**config.mk**
```make
export PLATFORM = sky130hd
export DESIGN_NAME = playback_sequencer
export DESIGN_NICKNAME = d
export VERILOG_FILES = /design/src/bus_pkg.sv /design/src/playback_sequencer.sv
export VERILOG_INCLUDE_DIRS = /design/src /design/src/src
export SDC_FILE = /design/constraint.sdc
export NUM_CORES = 1
export LEC_CHECK = 0
export CAP_MARGIN = 20
export CORE_MARGIN = 1
export CORE_UTILIZATION = 29
export CTS_CLUSTER_SIZE = 10
export DETAILED_ROUTE_END_ITERATION = 12
export DONT_BUFFER_PORTS = 1
export PLACE_DENSITY = 0.42
export SLEW_MARGIN = 25
export SYNTH_ARGS = -nofsm -noshare
export SYNTH_HDL_FRONTEND = slang
export SYNTH_SLANG_ARGS = --single-unit
```
**constraint.sdc**
```tcl
create_clock -name clock -period 3.5 [get_ports clock]
set_input_delay 0.35 -clock clock [delete_from_list [all_inputs] [get_ports clock]]
set_output_delay 0.35 -clock clock [all_outputs]
set_load 0.03 [all_outputs]
```
**src/bus_defines.svh**
```systemverilog
/*
 parallel bus slave: widths, depths and pipeline delays
*/
`ifndef BUS_DEFINES_SVH
`define BUS_DEFINES_SVH

// --------------------
// host bus
`define BUS_WIDTH 16
`define HALVES_PER_WORD 2 // bus transactions per data word
`define WORD_WIDTH 32

// --------------------
// memory
`define ADDR_BITS 8 // word address
`define BYTE_ADDR_BITS 10 // playback side, bytes
`define PLAYBACK_LENGTH 64 // bytes per loop

// --------------------
// timing
`define SYNC_DEPTH 3 // input sampling stages
`define ACK_DELAY 4 // extra stages on ack_valid

// --------------------
// status
`define ERR_WIDTH 16

`endif

```
**src/bus_pkg.sv**
```systemverilog
/*
 shared types for the parallel bus slave: control lines, request kinds,
 sequencer phases and the memory, error and playback bundles
*/
`include "bus_defines.svh"

package bus_pkg;

	// --------------------
	// host side
	typedef struct packed {
		logic read; // 0=write, 1=read
		logic register_select; // 0=address, 1=data
		logic enable; // 1=active
	} host_ctrl_t;

	// decoded kind of a stable request
	typedef enum logic [1:0] {
		XFER_NONE,
		XFER_ADDRESS,
		XFER_WRITE,
		XFER_READ
	} xfer_kind_e;

	// one per sequencer
	typedef enum logic [1:0] {
		PH_IDLE,
		PH_LATCHED, // halfword taken, waiting for release
		PH_WORD_DONE // last halfword released
	} seq_phase_e;

	// --------------------
	// memory and status
	typedef struct packed {
		logic [`ADDR_BITS-1:0] addr;
		logic [`WORD_WIDTH-1:0] data;
		logic strobe;
	} ram_write_t;

	typedef struct packed {
		logic [`ERR_WIDTH-1:0] read_errors;
		logic [`ERR_WIDTH-1:0] write_errors;
		logic [`ERR_WIDTH-1:0] address_errors;
	} error_counts_t;

	typedef struct packed {
		logic [7:0] data;
		logic sync; // high with byte 0 of the loop
	} playback_t;

endpackage

```
**src/playback_sequencer.sv**
```systemverilog
/*
 playback loop: byte address counter over the first PLAYBACK_LENGTH
 bytes, with a sync flag on byte 0
*/
`include "bus_defines.svh"

module playback_sequencer import bus_pkg::*; (
	input logic clock,
	input logic reset125,
	output logic [`BYTE_ADDR_BITS-1:0] byte_addr,
	input logic [7:0] byte_data,
	output playback_t playback
);

	localparam logic [`BYTE_ADDR_BITS-1:0] LAST_ADDR =
		`BYTE_ADDR_BITS'(`PLAYBACK_LENGTH - 1);

	logic loop_start;
	logic sync_q;

	assign loop_start = (byte_addr == '0);

	// --------------------
	// address counter
	always_ff @(posedge clock) begin
		if (reset125) begin
			byte_addr <= '0;
			sync_q <= 1'b0;
		end else begin
			if (byte_addr == LAST_ADDR) begin
				byte_addr <= '0; // wrap
			end else begin
				byte_addr <= byte_addr + 1'b1;
			end
			sync_q <= loop_start; // one cycle of ram latency
		end
	end

	assign playback = '{data: byte_data, sync: sync_q};

	a_addr_in_loop: assert property (@(posedge clock) disable iff (reset125)
		byte_addr < `PLAYBACK_LENGTH);

endmodule

```
==> flow_summary_export.csv <==
group,metric,value,unit
run_status,outcome,"finished clean",
logic_synthesis,syn_avg_cell_area,9.08,sq um
setup_path,critPathLaunchType,"flop",
setup_path,cpLargestDelayFamily,"flip-flops",
grt,grt_util_all_layers,0.121,
grt,grt_max_degree,10,
logic_synthesis,async_reset_ff_frac,0,
setup_path,r2r_start,"byte_addr[0]$_SDFF_PP0_",
clock_tree,cts_made_buffers,3,
power,intPower,0.179,mW
floorplan,start_util,0.321,
power,seqPwrFrac,0.593,
clock_tree,post_cts_resized,0,
timing,finalCriticalPeriod,1830,ps
setup_path,r2r-end,"byte_addr[6]$_SDFF_PP0_",
setup_path,crit_chain,"ha_1 > inv_1 > or4_1 > a21oi_1",
timing,hold_violations,0,
grt,grt_use_met2,0.136,
timing,relSlewSlack,0.607,
timing,setup_viol,0,
grt,antenna_found_initial,0,
setup_path,slowest_stage,"dfxtp_1",
logic_synthesis,synth_fp_nets,75,
cells_and_area,final_nets,70,
logic_synthesis,ys_ff_latch,11,
power,combPwrFrac,0.049,
cells_and_area,drive_above_1_share,0.140,
cells_and_area,diodes,0,
setup_path,critical_path.max_fanout,9,
placed_design,place_congestion,0.628,
routing,ant_nets,0,
grt,met3_usage,0.0902,
floorplan,die_width,46.4,um
routing,wl,1070,um
floorplan,core,0.00178,sq mm
floorplan,fp.dieH,46.4,um
timing,max_clock_freq,0.547,GHz
timing,fin_crit_sh,0.522,
grt,grt_overflow_total,0,
setup_path,crit_buf_inv,1,
clock_tree,cts_buffer_depth,2,
clock_tree,cts_sinks,11,
hold_path,hp-class,"in2reg",
routing,vias,399,
logic_synthesis,synth_cell_types,24,
setup_path,endpoint,"byte_addr[6]$_SDFF_PP0_",
setup_path,r2r_slack,1670,ps
timing,rsz0062_at_grt,"false",
timing,slew_viol_final,0,
clock_tree,cts_hold_buf,0,
power,p_clk_frac,0.358,
timing,tightest_slew,588,ps
logic_synthesis,syn_area,572,sq um
timing,final.setup.worst_slack,1670,ps
power,p_switching,0.0652,mW
flow_run,max_cap_viol_count,0,
setup_path,crit_cells,4,
clock_tree,cts_tree,"yes",
setup_path,crit_start,"byte_addr[0]$_SDFF_PP0_",
grt,grt_pass1_vias,361,
setup_path,critPathKind,"reg2reg",
cells_and_area,area_growth,-2.41,%
clock_tree,clockRootBuffer,"clkbuf_4",
logic_synthesis,syn_inst,63,
routing,viasPerCell,4.87,
placed_design,dpl.hpwl,771,um
grt,grt.met1_usage,0.162,
power,ir_worst_vdd,227,uV
setup_path,ff2ff_path_depth,4,
power,p_leak,0.200,nW
clock_tree,clk_pin_slew,70,ps
grt,grt_busiest_layer,"met1",
placed_design,io_buffers,0,
setup_path,crit_path_max_incr_delay,660,ps
floorplan,fp.dieArea,0.00215,sq mm
logic_synthesis,ys_warn_count,0,
floorplan,io_pins,29,
placed_design,preCtsSetupSlack,1680,ps
routing,wl_per_cell,13.0,um
clock_tree,cts_setup_buffers,0,
power,switching_share,0.266,
logic_synthesis,synthFlopType,"dfxtp_1",
logic_synthesis,synth_edf_count,0,
setup_path,cp_data_required_time,3710,ps
setup_path,crit_arrival,2030,ps
floorplan,row_count,15,
routing,drt-pass1-iter-count,3,
clock_tree,cts_max_level,1,
setup_path,endpoint_kind,"flop",
timing,skew,6.88,ps
clock_tree,clock_latency,270,ps
power,p_per_area,438,mW/mm^2
logic_synthesis,yosysSeqAreaShare,0.385,
grt,grt_pass1_wl,1730,um
timing,setup-tns-final,0,ps
routing,initialDrtViolationCount,3,
routing,drc_errors,0,
## registers in the layout, indices dropped and copies added, names as in the netlist
signal and cells:
sync_q 1, byte_addr 10
## Yosys cell counts (2+ instances only)
cell type,count,area [sq um]
nand3_1,4,20.0
o31ai_1,2,15.0
nor4_1,2,12.5
xor2_1,2,17.5
a21oi_1,4,20.0
buf_4,9,67.6
nand2_1,2,7.51
nor2_1,5,18.8
inv_1,4,15.0
or4_1,3,22.5
o21ai_0,2,10.0
dfxtp_1,11,220
ha_1,2,25.0
## worst min path at each step
stage / cells past startpoint / startpoint / to / slack, ps
final: 1 / reset125 / byte_addr[9]$_SDFF_PP0_ / 140
after global routing: 1 / reset125 / byte_addr[9]$_SDFF_PP0_ / 120
after CTS: 1 / reset125 / byte_addr[9]$_SDFF_PP0_ / 130
after detailed placement: 1 / reset125 / byte_addr[9]$_SDFF_PP0_ / 420
after global placement: 1 / reset125 / byte_addr[9]$_SDFF_PP0_ / 420
after floorplan: 2 / byte_addr[9]$_SDFF_PP0_ / byte_addr[9]$_SDFF_PP0_ / 610
## metrics by stage
stage          instance area [sq um]   util  hold slack (ps)  total power, mW  instances
2_1_floorplan                    572      -              614            0.176         63
3_3_place_gp                     532  0.298              422            0.161         78
3_5_place_dp                     532  0.298              423            0.161         78
4_1_cts                          558  0.313              131            0.249         82
5_1_grt                          558  0.313              122            0.257         82
6_report                         558  0.313              136            0.245         82
## logic make-up after synthesis
family | after synthesis | synth area share
xor gates and xnor gates | 3 | 0.0460
adders and majority gates | 2 | 0.0438
and+or+nand+nor | 21 | 0.241
DFF | 11 | 0.385
AOI/OAI and AO/OA | 12 | 0.133
buffers and inverters | 14 | 0.151
## routing by layer
layer,routed length [um],vias up
li1,-,206
met1,529,178
met2,427,13
met3,102,2
met4,11,0
met5,0,-
## final cells by class
type | instances | area, sq um
fill | 196 | 1220
tap | 25 | 31.3
multi-input combinational | 38 | 265
inverter | 4 | 15.0
sequential | 11 | 220
clock buffer | 4 | 26.3
## power groups by stage
stage                     clock network (mW)  registers (mW)  logic [mW]
final                                 0.0875           0.145      0.0120
after global routing                  0.0974           0.146      0.0142
after CTS                             0.0918           0.145      0.0124
after detailed placement                   0           0.148      0.0123
after global placement                     0           0.148      0.0124
after floorplan                            0           0.144      0.0324
## cells in the final DEF, fill, tap and decap left out
master and n:
or3_2 1, and4_2 1, inv_1 4, a21oi_1 4, o31ai_1 2, and3_2 1, nand3_1 4, a31oi_1 1
a22o_1 1, xor2_1 2, nand4_4 1, ha_1 2, nor4_1 2, o21ai_0 2, clkbuf_4 3, xnor2_1 1
clkbuf_1 1, dfxtp_1 11, nor2_1 5, a211oi_1 1, nand2_1 2, a31o_2 1, and4b_1 1, or4_1 3
(Power assumes the default switching activity.)
