$ cat config.mk
export PLATFORM = sky130hd
export DESIGN_NAME = bus_transaction_fsm
export DESIGN_NICKNAME = d
export VERILOG_FILES = /design/src/bus_pkg.sv /design/src/bus_transaction_fsm.sv
export VERILOG_INCLUDE_DIRS = /design/src /design/src/src
export SDC_FILE = /design/constraint.sdc
export NUM_CORES = 1
export LEC_CHECK = 0
export ABC_CLOCK_PERIOD_IN_PS = 6200
export BUFFER_PORTS_ARGS = -buffer_cell sky130_fd_sc_hd__buf_4
export CAP_MARGIN = 5
export CORE_MARGIN = 2
export CORE_UTILIZATION = 45
export DETAILED_ROUTE_END_ITERATION = 7
export PLACE_DENSITY = 0.71
export SLEW_MARGIN = 20
export SYNTH_ARGS = -nofsm -noshare
export SYNTH_HDL_FRONTEND = slang
export SYNTH_SLANG_ARGS = --single-unit
$ cat constraint.sdc
create_clock -name clock -period 6.2 [get_ports clock]
set_input_delay 0.31 -clock clock [delete_from_list [all_inputs] [get_ports clock]]
set_output_delay 0.31 -clock clock [all_outputs]
set_load 0.02 [all_outputs]
$ cat src/bus_defines.svh
/*
 parallel bus slave: widths, depths and pipeline delays
*/
`ifndef BUS_DEFINES_SVH
`define BUS_DEFINES_SVH

// --------------------
// host bus
`define BUS_WIDTH 16
`define HALVES_PER_WORD 2 // bus transactions per data word
`define WORD_WIDTH 32

// --------------------
// memory
`define ADDR_BITS 8 // word address
`define BYTE_ADDR_BITS 10 // playback side, bytes
`define PLAYBACK_LENGTH 64 // bytes per loop

// --------------------
// timing
`define SYNC_DEPTH 3 // input sampling stages
`define ACK_DELAY 4 // extra stages on ack_valid

// --------------------
// status
`define ERR_WIDTH 16

`endif

$ cat src/bus_pkg.sv
/*
 shared types for the parallel bus slave: control lines, request kinds,
 sequencer phases and the memory, error and playback bundles
*/
`include "bus_defines.svh"

package bus_pkg;

	// --------------------
	// host side
	typedef struct packed {
		logic read; // 0=write, 1=read
		logic register_select; // 0=address, 1=data
		logic enable; // 1=active
	} host_ctrl_t;

	// decoded kind of a stable request
	typedef enum logic [1:0] {
		XFER_NONE,
		XFER_ADDRESS,
		XFER_WRITE,
		XFER_READ
	} xfer_kind_e;

	// one per sequencer
	typedef enum logic [1:0] {
		PH_IDLE,
		PH_LATCHED, // halfword taken, waiting for release
		PH_WORD_DONE // last halfword released
	} seq_phase_e;

	// --------------------
	// memory and status
	typedef struct packed {
		logic [`ADDR_BITS-1:0] addr;
		logic [`WORD_WIDTH-1:0] data;
		logic strobe;
	} ram_write_t;

	typedef struct packed {
		logic [`ERR_WIDTH-1:0] read_errors;
		logic [`ERR_WIDTH-1:0] write_errors;
		logic [`ERR_WIDTH-1:0] address_errors;
	} error_counts_t;

	typedef struct packed {
		logic [7:0] data;
		logic sync; // high with byte 0 of the loop
	} playback_t;

endpackage

$ cat src/bus_transaction_fsm.sv
/*
 bus transaction engine: address, write and read halfword sequencers,
 word address with auto-increment, error counts and the delayed ack
*/
`include "bus_defines.svh"

module bus_transaction_fsm import bus_pkg::*; (
	input logic clock,
	input logic reset125,
	input xfer_kind_e kind,
	input logic idle,
	input logic [`BUS_WIDTH-1:0] bus_word,
	input logic [`WORD_WIDTH-1:0] read_word,
	output ram_write_t ram_wr,
	output logic ack_valid,
	output logic [`BUS_WIDTH-1:0] bus_out,
	output error_counts_t errors
);

	localparam int PTR_BITS = $clog2(`HALVES_PER_WORD);
	localparam logic [PTR_BITS-1:0] PTR_MS = PTR_BITS'(`HALVES_PER_WORD - 1);

	seq_phase_e addr_phase;
	seq_phase_e write_phase;
	seq_phase_e read_phase;
	logic [PTR_BITS-1:0] write_ptr; // counts down, most significant half first
	logic [PTR_BITS-1:0] read_ptr;
	logic [`ADDR_BITS-1:0] addr_hold;
	logic [`ADDR_BITS-1:0] address;
	logic [`WORD_WIDTH-1:0] write_word;
	logic write_strobe;
	logic ack_int;
	logic [`ACK_DELAY-1:0] ack_pipe;

	logic step_addr, step_write, step_read;
	logic mid_addr, mid_write, mid_read;
	logic drop_addr, drop_write, drop_read;

	// --------------------
	// release decode
	assign step_addr = idle && (addr_phase == PH_LATCHED);
	assign step_write = idle && (write_phase == PH_LATCHED);
	assign step_read = idle && (read_phase == PH_LATCHED);

	// address is a single step, so only a pending latch counts
	assign mid_addr = (addr_phase == PH_LATCHED);
	assign mid_write = (write_phase == PH_LATCHED) ||
		((write_phase == PH_IDLE) && (write_ptr != PTR_MS));
	assign mid_read = (read_phase == PH_LATCHED) ||
		((read_phase == PH_IDLE) && (read_ptr != PTR_MS));

	assign drop_addr = (step_write || step_read) && mid_addr;
	assign drop_write = (step_addr || step_read) && mid_write;
	assign drop_read = (step_addr || step_write) && mid_read;

	// --------------------
	// sequencers
	always_ff @(posedge clock) begin
		if (reset125) begin
			addr_phase <= PH_IDLE;
			write_phase <= PH_IDLE;
			read_phase <= PH_IDLE;
			write_ptr <= PTR_MS;
			read_ptr <= PTR_MS;
			address <= '0;
			write_strobe <= 1'b0;
			ack_int <= 1'b0;
			errors <= '0;
		end else begin
			write_strobe <= 1'b0;
			if (kind != XFER_NONE) begin
				ack_int <= 1'b1;
				case (kind)
					XFER_ADDRESS: if (addr_phase == PH_IDLE) addr_phase <= PH_LATCHED;
					XFER_WRITE: if (write_phase == PH_IDLE) write_phase <= PH_LATCHED;
					XFER_READ: if (read_phase == PH_IDLE) read_phase <= PH_LATCHED;
					default: ;
				endcase
			end else if (idle) begin
				ack_int <= 1'b0;
				// address
				if (step_addr) begin
					addr_phase <= PH_WORD_DONE;
				end else if (drop_addr) begin
					addr_phase <= PH_IDLE;
					errors.address_errors <= errors.address_errors + 1'b1;
				end else if (addr_phase == PH_WORD_DONE) begin
					addr_phase <= PH_IDLE;
					address <= addr_hold; // load
				end
				// write
				if (step_write) begin
					if (write_ptr == '0) begin
						write_phase <= PH_WORD_DONE;
						write_strobe <= 1'b1;
					end else begin
						write_phase <= PH_IDLE;
						write_ptr <= write_ptr - 1'b1;
					end
				end else if (drop_write) begin
					write_phase <= PH_IDLE;
					write_ptr <= PTR_MS;
					errors.write_errors <= errors.write_errors + 1'b1;
				end else if (write_phase == PH_WORD_DONE) begin
					write_phase <= PH_IDLE;
					write_ptr <= PTR_MS;
					address <= address + 1'b1; // auto-increment
				end
				// read
				if (step_read) begin
					if (read_ptr == '0) begin
						read_phase <= PH_WORD_DONE;
					end else begin
						read_phase <= PH_IDLE;
						read_ptr <= read_ptr - 1'b1;
					end
				end else if (drop_read) begin
					read_phase <= PH_IDLE;
					read_ptr <= PTR_MS;
					errors.read_errors <= errors.read_errors + 1'b1;
				end else if (read_phase == PH_WORD_DONE) begin
					read_phase <= PH_IDLE;
					read_ptr <= PTR_MS;
					address <= address + 1'b1;
				end
			end
		end
	end

	// halfword capture, taken once per request
	always_ff @(posedge clock) begin
		if ((kind == XFER_ADDRESS) && (addr_phase == PH_IDLE)) begin
			addr_hold <= bus_word[`ADDR_BITS-1:0];
		end
		if ((kind == XFER_WRITE) && (write_phase == PH_IDLE)) begin
			write_word[write_ptr*`BUS_WIDTH +: `BUS_WIDTH] <= bus_word;
		end
		if ((kind == XFER_READ) && (read_phase == PH_IDLE)) begin
			bus_out <= read_word[read_ptr*`BUS_WIDTH +: `BUS_WIDTH];
		end
	end

	// --------------------
	// ack
	always_ff @(posedge clock) begin
		if (reset125) begin
			ack_pipe <= '0;
		end else begin
			ack_pipe <= {ack_pipe[`ACK_DELAY-2:0], ack_int};
		end
	end

	assign ack_valid = ack_pipe[`ACK_DELAY-1];
	assign ram_wr = '{addr: address, data: write_word, strobe: write_strobe};

	// strobe lands while the word is still marked done, before the address moves
	a_strobe_in_done: assert property (@(posedge clock) disable iff (reset125)
		write_strobe |-> (write_phase == PH_WORD_DONE));

	a_one_latched: assert property (@(posedge clock) disable iff (reset125)
		$onehot0({addr_phase == PH_LATCHED, write_phase == PH_LATCHED,
			read_phase == PH_LATCHED}));

endmodule

==> impl_metrics.toml, run 1 <==
[detailed_routing]
post_drt_wl_per_cell_um = 15.25
vias = 4113
wl_mm = 11.79
drt_iter0_markers = 170
viasPerCell = 5.321
postRouteAntennaNets = 0
first_pass_iters = 4
post-route-drc-count = 0

[final_layout]
fin_cells = 773
final_nets = 677
design_area_um2 = 7159
layout_common_cells = "159 x buf_4, 69 x dfxtp_1, 56 x edfxtp_1, 40 x nor2b_1, 36 x a21oi_1"
antenna_cells = 0
fin_util_pct = 62.43
final_common_cell = "buf_4"
layout-drive-gt1-share_pct = 33.97
area_delta_synth_final_pct = 35.02

[placement]
hpwlAfterDp_mm = 8.169
io_buffers = 158
dp_cells = 741
place_area_um2 = 6533
post-place-ws_ps = 3686
gp_congestion = 0.7966

[clock_tree]
cts.clk_slew.worst_paths_ps = 60
clockBufferDepth = 2
htreeDepth = 4
clock_latency_ps = 410
hold_buffers = 0
cts_setup_buffers = 0
ctsResizeCount = 0
numCtsBuffers = 17
clock_sinks = 126
clock-root-buffer = "clkbuf_16"
cts_tree = "built"

[grt]
top_usage_layer = "met2"
grt_use_met2_pct = 30.62
grt_start_max_net_pins = 72
grt_pass1_vias = 4006
gr-usage-met1_pct = 22.89
grt_usage_pct = 18.89
grt_remaining_overflow = 0
antenna_found_initial = 0
grt_pass1_wl_mm = 19.22
grt_use_met3_pct = 8.207

[sta]
fin_skew_ps = 4.602
rsz0062_at_grt = "false"
setup_viol = 0
whs_ps = 94.22
setup_tns_ps = 0
hold_viol_final = 0
period_share_pct = 36.05
tightest_slew_ps = 911.7
slew_violations = 0
max_clock_freq_ghz = 0.4474
post-route-min-period_ps = 2235
slew_headroom_pct = 39.16
setup_slack_ps = 3965

[flow_run]
maxCapViolCount = 0

[pwr]
power_density_nw_per_um2 = 292.7
ir_worst_vdd_uv = 202.0
power_mw = 2.096
p_leak_nw = 2.801

[floorplanning]
ioPinCount = 159
fp-row-count = 39
initial_utilization_pct = 46.24
core-area_um2 = 11470
die_area_um2 = 12670
die_h_um = 112.6
die_w_um = 112.6

[yosys]
yosysWarningCount = 0
ys_ff_latch = 126
synth.distinct_cells = 56
synthFlopType = "dfxtp_1"
syn_nets = 529
synth.cell_area_um2 = 5303
synth_edf_count = 56
synthesis.instances = 469
syn_area_per_cell_um2 = 11.31
async_reset_ff_share_pct = 0
yosysSeqAreaShare_pct = 58.14

[status]
status = "finished, final reports clean"

[worst_setup_path]
crit_type = "flop to flop"
crit_slowest_cell = "or4_1"
cp-start-kind = "flop"
required_ps = 6530
slowest_delay_ps = 640
critPathMaxFanout = 19
end_kind = "flop"
path_cells = "and3b_2 -> o2111ai_1 -> or4_1 -> a21oi_1"
crit_arrival_ps = 2560

[hold_path]
min_path_type = "input pin to flop"
-- cell type report --
| type | count | area, um^2 |
|---|---|---|
| clock buffers | 17 | 425.4 |
| clock inverters | 15 | 200.2 |
| fillers | 908 | 4308 |
| inverters | 9 | 33.78 |
| multi-input cells | 304 | 2043 |
| flip-flops and latches | 126 | 3084 |
| well taps | 143 | 178.9 |
| repair buffers | 159 | 1194 |
-- synthesized netlist by cell type, types with 3 or more instances --
cell	number	area (um^2)
or3_1	9	56.30
a211oi_1	5	37.54
buf_6	3	33.78
and4_1	6	52.55
and2_1	21	131.4
nor2b_1	40	250.2
clkbuf_1	16	60.06
nand2b_1	5	31.28
o21ai_0	12	60.06
and3_1	5	31.28
nor2_1	16	60.06
or4_1	17	127.6
nand3_1	12	60.06
o31ai_1	19	142.6
buf_1	3	11.26
edfxtp_1	56	1682
buf_2	7	35.03
nor3_1	6	30.03
ha_1	7	87.58
a211o_1	3	26.28
dfxtp_1	70	1401
nand2_1	19	71.32
xnor2_1	3	26.28
nand4_1	8	50.05
mux2_2	16	180.2
a21oi_1	36	180.2
inv_1	9	33.78
-- registers in the layout, indices dropped and copies added (netlist names) --
name / count
errors: 48
write_word: 32
bus_out: 16
addr_hold: 8
address: 8
ack_pipe: 4
addr_phase: 2
read_phase: 2
write_phase: 2
ack_int: 1
read_ptr: 1
write_ptr: 1
write_strobe: 1
-- power breakdown --
group | total [mW] | internal [mW] | switching (mW) | leakage, nW
sequential | 0.914 | 0.896 | 0.0181 | 1.09
clock | 1.05 | 0.703 | 0.345 | 0.294
combinational | 0.133 | 0.0664 | 0.0671 | 1.42
-- final timing paths --
path / from / end / slack (ps) / depth (start not counted)
setup / recovery: read_ptr$_SDFFE_PP1P_ / errors[42]$_SDFFE_PP0P_ / 3960 / 4
hold / removal: bus_word[7] / addr_hold[7]$_DFFE_PP_ / 90 / 1
setup reg to reg: read_ptr$_SDFFE_PP1P_ / errors[42]$_SDFFE_PP0P_ / 3960 / 4
hold reg to reg: ack_pipe[1]$_SDFF_PP0_ / ack_pipe[2]$_SDFF_PP0_ / 430 / 1
-- worst max-delay path, delay by kind of cell (launching register included) --
family / cells / cell delay [ps]
AOI/OAI and AO/OA: 2 / 580
DFF: 1 / 550
and+or+nand+nor: 2 / 1030
-- routing by layer --
| metal | wire (um) | vias up | part of all wire, % |
|---|---|---|---|
| li1 | - | 2035 | - |
| met2 | 5493 | 155 | 47 |
| met4 | 95 | 0 | 0.81 |
| met5 | 0 | - | 0 |
| met1 | 5127 | 1913 | 43 |
| met3 | 1074 | 10 | 9.1 |
-- cell families after synthesis --
| logic type | count (synthesis) | synth area share [%] |
|---|---|---|
| xor+xnor | 4 | 0.6608 |
| buf+inv | 39 | 3.421 |
| fa+ha+maj | 7 | 1.652 |
| simple gates | 177 | 20.20 |
| mux | 18 | 3.775 |
| flops | 126 | 58.14 |
| compound gates | 98 | 12.15 |
Note: power is estimated with default switching activity, not from simulation.
==> inputs of run 2 (changes only) <==
ABC_CLOCK_PERIOD_IN_PS = 2200   (was 6200)
clock period = 2.2 ns   (was 6.2 ns; I/O delays follow)
==> impl_metrics.toml, run 2 (same netlist as run 1, synthesis figures left out) <==
[hold_path]
whs_path_depth = 2
min_path_type = "input pin to flop"
hp-start = "read_word[0]"
holdPathEnd = "bus_out[0]$_DFFE_PP_"

[sta]
setup_tns_ps = 0
tightest_slew_ps = 730.5
post-route-min-period_ps = 1778
slew_headroom_pct = 50.98
period_share_pct = 80.83
slew_violations = 0
rsz0062_at_grt = "false"
hold_viol_final = 0
setup_viol = 0
whs_ps = 9.561
fin_skew_ps = 8.167
setup_slack_ps = 421.8
max_clock_freq_ghz = 0.5624

[clock_tree]
ctsResizeCount = 0
clock_sinks = 126
clock-root-buffer = "clkbuf_16"
clockBufferDepth = 2
clock_latency_ps = 410
htreeDepth = 4
cts_tree = "built"
cts.clk_slew.worst_paths_ps = 60
cts_setup_buffers = 0
hold_buffers = 26
numCtsBuffers = 17

[pwr]
seq_power_share_pct = 43.8
internal_power_mw = 4.545
p_leak_nw = 2.955
power_switching_mw = 1.281
power_mw = 5.825
power_density_nw_per_um2 = 778.8
p_sw_share_pct = 21.98
combPwrFrac_pct = 8.0
ir_worst_vdd_uv = 454.7
p_clk_share_pct = 48.3

[worst_setup_path]
reg2reg_depth = 5
crit_arrival_ps = 2120
ff2ff_setup_slack_ps = 420
crit_slowest_cell = "dfxtp_1"
critPathMaxFanout = 9
end_kind = "flop"
slowest_delay_ps = 490
crit_type = "flop to flop"
required_ps = 2540
path_cells = "and2b_1 -> o2111ai_1 -> buf_4 -> or3_1 -> a21oi_1"
rr_startpoint = "write_phase[0]$_SDFFE_PP0P_"
cp-start-kind = "flop"
r2r_end = "errors[36]$_SDFFE_PP0P_"

[final_layout]
fin_util_pct = 65.23
design_area_um2 = 7480
fin_cells = 809
final_common_cell = "buf_4"
antenna_cells = 0
regMostFlops = "errors"
nFillCells = 869
area_delta_synth_final_pct = 41.06
top_regs = "errors x48, write_word x32, bus_out x16"
layout_common_cells = "167 x buf_4, 70 x dfxtp_1, 56 x edfxtp_1, 40 x nor2b_1, 36 x a21oi_1"
final_nets = 713
largest_reg_flops = 48
layout-drive-gt1-share_pct = 33.93

[grt]
grt_start_max_net_pins = 40
antenna_found_initial = 0
grt_remaining_overflow = 0
grt_pass1_wl_mm = 20.15
grt_pass1_vias = 4139
grt_usage_pct = 19.72

[detailed_routing]
wl_mm = 12.27
postRouteAntennaNets = 0
vias = 4303
post-route-drc-count = 0
drt_iter0_markers = 293
viasPerCell = 5.319
post_drt_wl_per_cell_um = 15.17
first_pass_iters = 4

[placement]
place_area_um2 = 6613
dp_cells = 750
gp_congestion = 0.9055
post-place-ws_ps = 388.1
hpwlAfterDp_mm = 8.310
io_buffers = 158

[floorplanning]
die_h_um = 112.6
fp-row-count = 39
die_w_um = 112.6
ioPinCount = 159
die_area_um2 = 12670
core-area_um2 = 11470
initial_utilization_pct = 46.24

[status]
status = "finished, final reports clean"

[flow_run]
maxCapViolCount = 0
-- run 2: power by group through the flow --
stage / clock network, mW / logic [mW] / registers, mW
after floorplan: 0 / 0.187 / 2.64
after global placement: 0 / 0.410 / 2.60
after detailed placement: 0 / 0.421 / 2.60
after CTS: 2.86 / 0.463 / 2.55
after global routing: 2.98 / 0.505 / 2.56
final: 2.81 / 0.463 / 2.55
-- run 2: layout make-up --
cell class | instances | area, um^2 | area share (%)
Clock buffer | 19 | 432.9 | 5.788
Clock inverter | 13 | 163.9 | 2.191
Inverter | 9 | 33.78 | 0.4517
Multi-Input combinational cell | 304 | 2043 | 27.32
Sequential cell | 126 | 3083 | 41.22
Tap cell | 143 | 178.9 | 2.392
Timing Repair Buffer | 195 | 1544 | 20.64
-- run 2: worst max-delay path by stage --
stage / from / end / cells after the start
after global placement: addr_phase[1]$_SDFFE_PP0P_ / write_ptr$_SDFFE_PP1P_ / 4
final: write_phase[0]$_SDFFE_PP0P_ / errors[36]$_SDFFE_PP0P_ / 5
after global routing: write_phase[0]$_SDFFE_PP0P_ / errors[38]$_SDFFE_PP0P_ / 5
after detailed placement: kind[0] / errors[36]$_SDFFE_PP0P_ / 8
after floorplan: write_ptr$_SDFFE_PP1P_ / write_word[0]$_DFFE_PP_ / 3
after CTS: write_phase[0]$_SDFFE_PP0P_ / errors[36]$_SDFFE_PP0P_ / 5
-- run 2: per-layer routing --
layer / up-vias / GRT usage (%) / share of wire, %
met1: 2012 / 25.06 / 42
met4: 0 / 6.098 / 0.92
met3: 10 / 7.667 / 8.9
met5: - / 0 / 0
li1: 2106 / - / -
met2: 175 / 31.22 / 48
-- run 2: worst max-delay path, delay by kind of cell, from the launching register on --
| family | cells | cell delay [ps] |
|---|---|---|
| AND/OR/NAND/NOR | 2 | 610 |
| buffers and inverters | 1 | 240 |
| AO/OA/AOI/OAI | 2 | 380 |
| flip-flops | 1 | 490 |
