--- src/bus_defines.svh ---
/*
 parallel bus slave: widths, depths and pipeline delays
*/
`ifndef BUS_DEFINES_SVH
`define BUS_DEFINES_SVH

// --------------------
// host bus
`define BUS_WIDTH 16
`define HALVES_PER_WORD 2 // bus transactions per data word
`define WORD_WIDTH 32

// --------------------
// memory
`define ADDR_BITS 8 // word address
`define BYTE_ADDR_BITS 10 // playback side, bytes
`define PLAYBACK_LENGTH 64 // bytes per loop

// --------------------
// timing
`define SYNC_DEPTH 3 // input sampling stages
`define ACK_DELAY 4 // extra stages on ack_valid

// --------------------
// status
`define ERR_WIDTH 16

`endif

--- src/bus_pkg.sv ---
/*
 shared types for the parallel bus slave: control lines, request kinds,
 sequencer phases and the memory, error and playback bundles
*/
`include "bus_defines.svh"

package bus_pkg;

	// --------------------
	// host side
	typedef struct packed {
		logic read; // 0=write, 1=read
		logic register_select; // 0=address, 1=data
		logic enable; // 1=active
	} host_ctrl_t;

	// decoded kind of a stable request
	typedef enum logic [1:0] {
		XFER_NONE,
		XFER_ADDRESS,
		XFER_WRITE,
		XFER_READ
	} xfer_kind_e;

	// one per sequencer
	typedef enum logic [1:0] {
		PH_IDLE,
		PH_LATCHED, // halfword taken, waiting for release
		PH_WORD_DONE // last halfword released
	} seq_phase_e;

	// --------------------
	// memory and status
	typedef struct packed {
		logic [`ADDR_BITS-1:0] addr;
		logic [`WORD_WIDTH-1:0] data;
		logic strobe;
	} ram_write_t;

	typedef struct packed {
		logic [`ERR_WIDTH-1:0] read_errors;
		logic [`ERR_WIDTH-1:0] write_errors;
		logic [`ERR_WIDTH-1:0] address_errors;
	} error_counts_t;

	typedef struct packed {
		logic [7:0] data;
		logic sync; // high with byte 0 of the loop
	} playback_t;

endpackage

--- src/input_sync.sv ---
/*
 input sampling for the host bus: shift pipelines on the control lines
 and data, decoded into a stable request kind or a stable release
*/
`include "bus_defines.svh"

module input_sync import bus_pkg::*; (
	input logic clock,
	input logic reset125,
	input host_ctrl_t host,
	input logic [`BUS_WIDTH-1:0] bus_in,
	output xfer_kind_e kind,
	output logic idle,
	output logic [`BUS_WIDTH-1:0] bus_word,
	output logic read_level
);

	host_ctrl_t ctrl_pipe [`SYNC_DEPTH];
	logic [`BUS_WIDTH-1:0] bus_pipe [`SYNC_DEPTH];
	host_ctrl_t last_ctrl;
	host_ctrl_t prev_ctrl;
	logic agree;

	assign last_ctrl = ctrl_pipe[`SYNC_DEPTH-1];
	assign prev_ctrl = ctrl_pipe[`SYNC_DEPTH-2];
	assign agree = (last_ctrl == prev_ctrl); // one-sample glitch filter
	assign read_level = last_ctrl.read;

	// --------------------
	// control lines
	always_ff @(posedge clock) begin
		if (reset125) begin
			for (int i = 0; i < `SYNC_DEPTH; i++) begin
				ctrl_pipe[i] <= '0;
			end
			kind <= XFER_NONE;
			idle <= 1'b0;
		end else begin
			ctrl_pipe[0] <= host;
			for (int i = 1; i < `SYNC_DEPTH; i++) begin
				ctrl_pipe[i] <= ctrl_pipe[i-1];
			end
			kind <= XFER_NONE;
			if (agree && last_ctrl.enable) begin
				if (last_ctrl.read) kind <= XFER_READ;
				else if (last_ctrl.register_select) kind <= XFER_WRITE;
				else kind <= XFER_ADDRESS;
			end
			idle <= !last_ctrl.enable && !prev_ctrl.enable;
		end
	end

	// data follows the same depth, plus the decode stage
	always_ff @(posedge clock) begin
		bus_pipe[0] <= bus_in;
		for (int i = 1; i < `SYNC_DEPTH; i++) begin
			bus_pipe[i] <= bus_pipe[i-1];
		end
		bus_word <= bus_pipe[`SYNC_DEPTH-1];
	end

endmodule

--- config.mk ---
export PLATFORM = sky130hd
export DESIGN_NAME = input_sync
export DESIGN_NICKNAME = d
export VERILOG_FILES = /design/src/bus_pkg.sv /design/src/input_sync.sv
export VERILOG_INCLUDE_DIRS = /design/src /design/src/src
export SDC_FILE = /design/constraint.sdc
export NUM_CORES = 1
export LEC_CHECK = 0
export BUFFER_PORTS_ARGS = -buffer_cell sky130_fd_sc_hd__buf_2
export CAP_MARGIN = 20
export CORE_ASPECT_RATIO = 1.2
export CORE_MARGIN = 2
export CORE_UTILIZATION = 25
export DETAILED_ROUTE_END_ITERATION = 8
export MAX_ROUTING_LAYER = met4
export PLACE_DENSITY = 0.47
export SKIP_CTS_REPAIR_TIMING = 1
export SLEW_MARGIN = 20
export SYNTH_ARGS = -nofsm -noshare
export SYNTH_HDL_FRONTEND = slang
export SYNTH_SLANG_ARGS = --single-unit
--- constraint.sdc ---
create_clock -name clock -period 1.6 [get_ports clock]
set_input_delay 0.16 -clock clock [delete_from_list [all_inputs] [get_ports clock]]
set_output_delay 0.16 -clock clock [all_outputs]
set_load 0.05 [all_outputs]
==> results of run 1 <==
worst reg2reg max path, delay by kind of cell (launching register included):
| family | cells | cell delay (ps) |
|---|---|---|
| AO/OA/AOI/OAI | 1 | 200 |
| flip-flops | 1 | 320 |
| AND/OR/NAND/NOR | 1 | 320 |
| buffers and inverters | 1 | 50 |
| adder cells (fa/ha/maj) | 1 | 290 |
Yosys cell counts:
master    instances
and2b_1           2
nor2b_1           7
clkbuf_1          1
ha_1              1
inv_1             2
nor2_1            1
dfxtp_1          76
nand2_1           2
o21a_1            2
a21oi_2           1
or2_1             1
nor3_1            3
power groups by stage:
| stage | Clock, µW | Sequential [µW] | Combinational [µW] |
|---|---|---|---|
| 2_1_floorplan | 0 | 2130 | 15.5 |
| 3_3_place_gp | 0 | 2050 | 150 |
| 3_5_place_dp | 0 | 2050 | 153 |
| 4_1_cts | 1600 | 2010 | 153 |
| 5_1_grt | 1690 | 2020 | 192 |
| 6_report | 1540 | 2010 | 182 |
per-stage QoR:
| step | hold slack [ps] | worst slack (ps) | cell area [µm²] |
|---|---|---|---|
| 3_3_place_gp | 262 | 562 | 1960 |
| 4_1_cts | -104 | 380 | 2180 |
| 2_1_floorplan | 188 | 529 | 1660 |
| 3_5_place_dp | 264 | 418 | 1960 |
| 6_report | 34.9 | 365 | 2340 |
| 5_1_grt | 38.3 | 287 | 2340 |
sequential cells by signal (all words and copies together), names as in the netlist:
register   cells
bus_pipe      48
bus_word      16
ctrl_pipe      9
idle           1
kind           2
final cells by class:
cell class	instances	area [µm²]
fill	638	4110
clock buffer	12	145
clock inverter	4	72.6
sequential	76	1520
timing repair buffer	56	360
tap	85	106
multi-input combinational	20	128
inverter	2	7.51
kinds of logic after synthesis:
| group | Yosys count | synth area share (%) |
|---|---|---|
| AO/OA/AOI/OAI | 3 | 1.43 |
| adder cells (fa/ha/maj) | 1 | 0.753 |
| buffers and inverters | 3 | 0.678 |
| AND/OR/NAND/NOR | 16 | 5.50 |
| flip-flops | 76 | 91.6 |
worst min path at each step:
stage,from,end,slack (ps),depth (start not counted)
CTS,bus_in[1],bus_pipe[0][1]$_DFF_P_,-100,1
global placement,bus_in[1],bus_pipe[0][1]$_DFF_P_,260,1
detailed placement,bus_in[7],bus_pipe[0][7]$_DFF_P_,260,1
finish,host[2],ctrl_pipe[0][2]$_SDFF_PP0_,30,2
floorplan,bus_in[0],bus_pipe[0][0]$_DFF_P_,190,0
global route,host[2],ctrl_pipe[0][2]$_SDFF_PP0_,40,2
per-layer routing:
metal / vias up / track usage, % / part of all wire, %
met5: - / - / 0
met4: 0 / 5.85 / 3.3
met3: 8 / 5.41 / 8.0
met2: 38 / 12.0 / 50
met1: 373 / 5.73 / 38
li1: 437 / - / -
==> reports/summary.txt, run 1 <==
Max VDD drop - 0.000877 V
Initial Util - 25.8%
H-tree Lvls - 3
Die width - 78.4 µm
Fin. max-slew vios - 0
Inserted Diodes - 0
Std cell rows - 32
Antenna viol nets, final - 0
R2R Setup Slk - 360 ps
Sequential fraction of the synthesis area - 91.6%
Initial DRC count - 29
Largest net degree at the start of global routing - 13
Critical path depth - 4
Critical path, cell by cell - inv_1 -> ha_1 -> nor3_1 -> o21a_1
Final Hold Viols - 0
Worst-path clk slew - 70 ps
Worst stage delay on the critical path - 320 ps
Root Buffer - clkbuf_8
Drt via density - 3.36
Worst Clk Skew - 4.68 ps
Most frequent cells in the layout - 76 x dfxtp_1, 40 x buf_2, 16 x dlygate4sd3_1
Share of the synthesized area in the top cell type - 91.6%
Cell area after synthesis - 1660 µm²
Finished Layout Cells - 255
Drt pass-1 iters - 4
Min Tclk post-route - 1240 ps
First-pass GRT wire length - 3.63 mm
Hold/Removal Path Class - in2reg
Leakage Power - 0.00103 µW
TritonCTS Buffers - 9
WL/cell - 9.24 µm
Net Sw Power - 753 µW
Final setup violation count - 0
Flops & latches, synth - 76
Initial antenna violation count - 0
Rel. slew slack - 78.5%
TNS Setup - 0 ps
Die Height - 93.3 µm
Worst Setup EP - kind[0]$_SDFF_PP0_
Most common cell after layout, fill and taps aside - dfxtp_1
Switching part of the total - 20.2%
Die ar. - 7310 µm²
Util after Layout - 36.3%
Power per cell area - 1590 nW/µm²
# clock sinks - 76
Cell accounting for the most synthesized area - dfxtp_1
RSZ-0062 raised after global routing - no
# nets final - 187
Mapped Nets - 121
Synth cell types - 12
Inst Count DP - 223
Remaining DRCs - 0
CTS tree - done
Critical path data arrival time - 1510 ps
Maxcap violations - 0
Final period utilization - 77.2%
Clock network power share - 41.2%
CP delay by family, top - flip-flops
Crit start category - register
RR Endpoint - kind[0]$_SDFF_PP0_
Vias in the first global route - 816
GRT Util Overall - 7.52%
WS Path Type - reg2reg
Fraction of layout cells with a size suffix above 1 - 32.4%
Flop pwr share - 53.9%
Vias - 856
Fmax - 0.810 GHz
I/O pins - 41
Gp weighted congestion - 0.693
Crit end category - register
Required @ worst endpoint - 1870 ps
Dpl hpwl - 1.53 mm
CTS Buffer Depth - 2
Worst path bufs/invs - 1
Total power - 3730 µW
Post-Route WL - 2.36 mm
Reg2reg start - ctrl_pipe[0][3]$_SDFF_PP0_
Crit path max-delay cell type - dfxtp_1
IO Port Bufs - 40
Core area - 6450 µm²
Synthesized area per cell - 16.8 µm²
Reg2Reg Depth - 4
Gate power share - 4.9%
Clock latency on the worst-skew pair - 330 ps
Area Growth Syn to Fin - 41.0%
Yosys warns - 0
Congestion Overflow GR - 0
Least-Margin Pin Slew - 320 ps
CP startpoint - ctrl_pipe[0][3]$_SDFF_PP0_
Internal power - 2970 µW
Area contributors post-synth - dfxtp_1 92%, nor2b_1 2.6%, nor3_1 0.90%
Status - complete, no violations
Syn Inst Count - 99
Max FO, Critical Path - 2
No activity file was read; power rests on OpenSTA's default activity.
==> run 2, diff against run 1 <==
==> constraint.sdc (replaced) <==
create_clock -name clock -period 1.3 [get_ports clock]
set_input_delay 0.13 -clock clock [delete_from_list [all_inputs] [get_ports clock]]
set_output_delay 0.13 -clock clock [all_outputs]
set_load 0.05 [all_outputs]
==> run 2 against run 1 <==
Clock skew up 0.61 ps. Combinational power up 24%. Routed wire length unchanged. Utilization up 0.078 points. First-iteration DRC count down 14%. Critical path depth down 3. Critical path type is now reg2out.
==> reports/summary.txt, run 2 (same netlist as run 1, synthesis figures left out) <==
IO Port Bufs - 40 (unchanged)
TritonCTS Buffers - 9 (unchanged)
WS Path Type - reg2out
WL/cell - 9.24 µm (unchanged)
CTS Buffer Depth - 2 (unchanged)
Crit end category - primary output
Worst-path clk slew - 70 ps (about the same)
Crit start category - register
Fraction of layout cells with a size suffix above 1 - 32.9% (+0.59 points)
Vias in the first global route - 816 (unchanged)
Critical path, cell by cell - buf_2
Dpl hpwl - 1.53 mm (unchanged)
Final Hold Viols - 0 (unchanged)
Largest net degree at the start of global routing - 13 (unchanged)
Initial antenna violation count - 0 (unchanged)
Worst Clk Skew - 5.29 ps (+0.607 ps)
Gp weighted congestion - 0.693 (unchanged)
Final period utilization - 88.9%
Hold/Removal Path Class - in2reg
Most frequent cells in the layout - 76 x dfxtp_1, 40 x buf_2, 16 x dlygate4sd3_1
Max VDD drop - 0.00108 V (+23%)
GRT Util Overall - 7.52% (unchanged)
RSZ-0062 raised after global routing - no
# nets final - 187 (unchanged)
Worst stage delay on the critical path - 400 ps (+80 ps)
Max FFs per register - 48 (unchanged)
Fmax - 0.865 GHz
Crit path max-delay cell type - dfxtp_1
Area Growth Syn to Fin - 41.3%
Area post-placement - 1960 µm² (unchanged)
Worst path bufs/invs - 1 (unchanged)
Drt via density - 3.37 (+0.47%)
Die ar. - 7310 µm² (unchanged)
Least-Margin Pin Slew - 263 ps (-57.5 ps)
Largest registers - bus_pipe (48), bus_word (16), ctrl_pipe (9)
Maxcap violations - 0 (unchanged)
Critical path data arrival time - 1030 ps (-480 ps)
Required @ worst endpoint - 1170 ps (-700 ps)
Fin. max-slew vios - 0 (unchanged)
Largest Register - bus_pipe
Std cell rows - 32 (unchanged)
Inst Count DP - 223 (unchanged)
TNS Setup - 0 ps (unchanged)
Most common cell after layout, fill and taps aside - dfxtp_1
Congestion Overflow GR - 0 (unchanged)
Die width - 78.4 µm (unchanged)
Power per cell area - 1960 nW/µm² (+23%)
# clock sinks - 76 (unchanged)
Vias - 860 (+0.47%)
Leakage Power - 0.00103 µW (about the same)
Post-Route WL - 2.36 mm (unchanged)
Root Buffer - clkbuf_8
Initial DRC count - 25 (-14%)
CTS tree - done
Inserted Diodes - 0 (unchanged)
I/O pins - 41 (unchanged)
Core area - 6450 µm² (unchanged)
Antenna viol nets, final - 0 (unchanged)
Max FO, Critical Path - 4 (+2)
Remaining DRCs - 0 (unchanged)
Final Instance Area - 2350 µm² (+0.21%)
First-pass GRT wire length - 3.63 mm (unchanged)
Final setup violation count - 0 (unchanged)
Clock latency on the worst-skew pair - 330 ps (about the same)
Drt pass-1 iters - 4 (unchanged)
Rel. slew slack - 82.6% (+4.1 points)
Status - complete, no violations
Initial Util - 25.8% (unchanged)
CP delay by family, top - flip-flops
Finished Layout Cells - 255 (unchanged)
Min Tclk post-route - 1160 ps
Die Height - 93.3 µm (unchanged)
H-tree Lvls - 3 (unchanged)
[run 2: cell counts in the layout (fill, tap and decap cells not counted)]
Identical to the previous run, type by type.
[run 2: power breakdown]
part	internal (µW)	switching, µW
Sequential	2450	25.0
Clock	1130	764
Combinational	82.7	142
[run 2: routing by layer]
layer / vias to the layer above / part of all wire, % / global-route usage, %
met5: - / 0 / -
li1: 438 / - / -
met3: 8 / 7.9 / 5.41
met2: 36 / 51 / 12.0
met1: 378 / 38 / 5.73
met4: 0 / 3.2 / 5.85
[run 2: final timing paths]
kind	from	to	slack (ps)	cells past startpoint
worst max-delay path	ctrl_pipe[0][8]$_SDFF_PP0_	read_level	140	1
worst max register to register	ctrl_pipe[0][3]$_SDFF_PP0_	kind[0]$_SDFF_PP0_	150	4
worst min register to register	bus_pipe[0][15]$_DFF_P_	bus_pipe[1][15]$_DFF_P_	320	0
worst min-delay path	host[2]	ctrl_pipe[0][2]$_SDFF_PP0_	4	2
[run 2: cell type report]
type | count | area (µm²)
fill | 638 | 4100
clock inverter | 4 | 72.6
tap | 85 | 106
clock buffer | 12 | 145
inverter | 2 | 7.51
multi-input combinational | 20 | 133
timing repair buffer | 56 | 360
sequential | 76 | 1520
[run 2: through the flow]
step | util, % | setup slack (ps) | power [µW] | hold slack, ps
floorplan | - | 229 | 2650 | 158
global route | 36.4 | 81.3 | 4810 | 8.31
CTS | 33.8 | 79.6 | 4630 | -134
finish | 36.4 | 145 | 4590 | 3.64
global placement | 30.5 | 262 | 2710 | 232
detailed placement | 30.5 | 118 | 2710 | 234
==> run 3, diff against run 2 <==
--- a/config.mk
+++ b/config.mk
@@ -8,12 +8,14 @@
 export LEC_CHECK = 0
 export BUFFER_PORTS_ARGS = -buffer_cell sky130_fd_sc_hd__buf_2
 export CAP_MARGIN = 20
+export CELL_PAD_IN_SITES_DETAIL_PLACEMENT = 0
+export CELL_PAD_IN_SITES_GLOBAL_PLACEMENT = 2
 export CORE_ASPECT_RATIO = 1.2
 export CORE_MARGIN = 2
 export CORE_UTILIZATION = 25
 export DETAILED_ROUTE_END_ITERATION = 8
 export MAX_ROUTING_LAYER = met4
-export PLACE_DENSITY = 0.47
+export PLACE_DENSITY = 0.6
 export SKIP_CTS_REPAIR_TIMING = 1
 export SLEW_MARGIN = 20
 export SYNTH_ARGS = -nofsm -noshare
==> run 3 against run 2 <==
Fmax shrank 0.80%. First-iteration DRC count grew 12%. Non-clock buffer count grew 1. Cell count grew 0.39%. Total power shrank 0.25%. Die area is the same. Combinational power is essentially flat. Via count shrank 2.2%. Critical path type is now reg2reg. Largest cell class unchanged. Largest power group unchanged. Highest routed layer unchanged.
==> reports/summary.txt, run 3 (same netlist as run 1, synthesis figures left out) <==
Max VDD drop - 0.000725 V (-33%)
Util after Layout - 36.5% (+0.058 points)
Dpl hpwl - 1.35 mm (-12%)
Max Used Layer - met4
Most frequent cells in the layout - 76 x dfxtp_1, 40 x buf_2, 17 x dlygate4sd3_1
Most common cell after layout, fill and taps aside - dfxtp_1
Total power - 4580 µW (-0.25%)
Multi-input gate area - 128 µm² (-3.8%)
Worst stage delay on the critical path - 310 ps (-90 ps)
Vias in the first global route - 828 (+1.5%)
Die Height - 93.3 µm (unchanged)
Crit path max-delay cell type - dfxtp_1
Required @ worst endpoint - 1570 ps (+400 ps)
Vias - 841 (-2.2%)
Max FO, Critical Path - 2 (-2)
Rel. slew slack - 80.5% (-2.1 points)
Fill count - 619 (-3.0%)
Fraction of layout cells with a size suffix above 1 - 32.7% (-0.19 points)
Largest Register - bus_pipe
Max FFs per register - 48 (unchanged)
Initial DRC count - 28 (+12%)
# nets final - 188 (+0.53%)
CTS tree - done
Final Hold Viols - 0 (unchanged)
WL/cell - 8.59 µm (-7.1%)
IO Port Bufs - 40 (unchanged)
Die width - 78.4 µm (unchanged)
Sequential cell area - 1520 µm² (unchanged)
Final period utilization - 89.6% (+0.72 points)
Initial Util - 25.8% (unchanged)
TritonCTS Buffers - 9 (unchanged)
Congestion Overflow GR - 0 (unchanged)
Critical path data arrival time - 1440 ps (+410 ps)
# clock sinks - 76 (unchanged)
Root Buffer - clkbuf_8
Inserted Diodes - 0 (unchanged)
Clock latency on the worst-skew pair - 330 ps (about the same)
Worst Hold Margin - 11.6 ps (+7.93 ps)
Remaining DRCs - 0 (unchanged)
TNS Setup - 0 ps (unchanged)
First-pass GRT wire length - 3.47 mm (-4.4%)
Fin. max-slew vios - 0 (unchanged)
Status - complete, no violations
Finished Layout Cells - 256 (+0.39%)
Worst Clk Skew - 1.44 ps (-3.85 ps)
Least-Margin Pin Slew - 291 ps (+27.9 ps)
Final setup violation count - 0 (unchanged)
M1 WL - 997 µm (+11%)
H-tree Lvls - 3 (unchanged)
Power per cell area - 1950 nW/µm² (-0.41%)
Std cell rows - 32 (unchanged)
Drt via density - 3.29 (-2.6%)
Largest net degree at the start of global routing - 13 (unchanged)
WL met2 - 979 µm (-18%)
Leakage Power - 0.00104 µW (+0.97%)
I/O pins - 41 (unchanged)
Core area - 6450 µm² (unchanged)
RSZ-0062 raised after global routing - no
Crit start category - register
Area Growth Syn to Fin - 41.5%
Min Tclk post-route - 1160 ps (+9.30 ps)
Drt pass-1 iters - 2 (-2)
WL met3 - 161 µm (-13%)
Gp weighted congestion - 0.587 (-15%)
Largest registers - bus_pipe (48), bus_word (16), ctrl_pipe (9)
Maxcap violations - 0 (unchanged)
Post-Route WL - 2.20 mm (-6.7%)
GRT Util Overall - 7.07% (-0.45 points)
Inst Count DP - 223 (unchanged)
Critical path, cell by cell - inv_1 -> ha_1 -> nor3_1 -> o21a_1
Die ar. - 7310 µm² (unchanged)
Worst-path clk slew - 70 ps (about the same)
Crit end category - register
Antenna viol nets, final - 0 (unchanged)
WS Path Type - reg2reg
Fmax - 0.859 GHz (-0.80%)
Hold/Removal Path Class - in2reg
CTS Buffer Depth - 2 (unchanged)
Initial antenna violation count - 0 (unchanged)
-- run 3: cell count changes in the layout (fill, tap and decap cells not counted), sizes merged --
cell,previous run,this run
clkbuf,12,11
clkinv,1,3
clkinvlp,1,0
dlygate4sd3,16,17
-- run 3: cell type report --
| type | count | share of cell area, % |
|---|---|---|
| clock buffer | 11 | 6.02 |
| inverter | 2 | 0.319 |
| clock inverter | 5 | 3.19 |
| timing repair buffer | 57 | 15.8 |
| tap | 85 | 4.53 |
| multi-input combinational | 20 | 5.43 |
| sequential | 76 | 64.7 |
-- run 3: critical path, delay by kind of cell, from the launching register on --
kind | cells | cell delay [ps]
AO/OA/AOI/OAI | 1 | 180
adder cells (fa/ha/maj) | 1 | 280
buffers and inverters | 1 | 50
flip-flops | 1 | 310
AND/OR/NAND/NOR | 1 | 290
-- run 3: power by group --
part	internal [µW]	switching, µW	total, µW
combinational	83.8	140	224
sequential	2450	24.7	2470
clock	1120	762	1890
-- run 3: worst paths after layout --
check	from	to	slack [ps]	depth (start not counted)
min	host[2]	ctrl_pipe[0][2]$_SDFF_PP0_	10	2
max reg2reg	ctrl_pipe[0][3]$_SDFF_PP0_	kind[0]$_SDFF_PP0_	140	4
min reg2reg	bus_pipe[0][4]$_DFF_P_	bus_pipe[1][4]$_DFF_P_	330	0
max	ctrl_pipe[0][3]$_SDFF_PP0_	kind[0]$_SDFF_PP0_	140	4
-- run 3: per-stage QoR --
step	setup WS (ps)	cell area, µm²
CTS	131	2180
finish	135	2350
detailed placement	174	1960
global placement	269	1960
floorplan	229	1660
global route	62.2	2350
-- run 3: layer usage --
metal / track usage [%] / vias to the layer above
met2: 9.55 / 33
met5: - / -
met1: 6.58 / 364
met4: 7.60 / 0
li1: - / 438
met3: 4.15 / 6
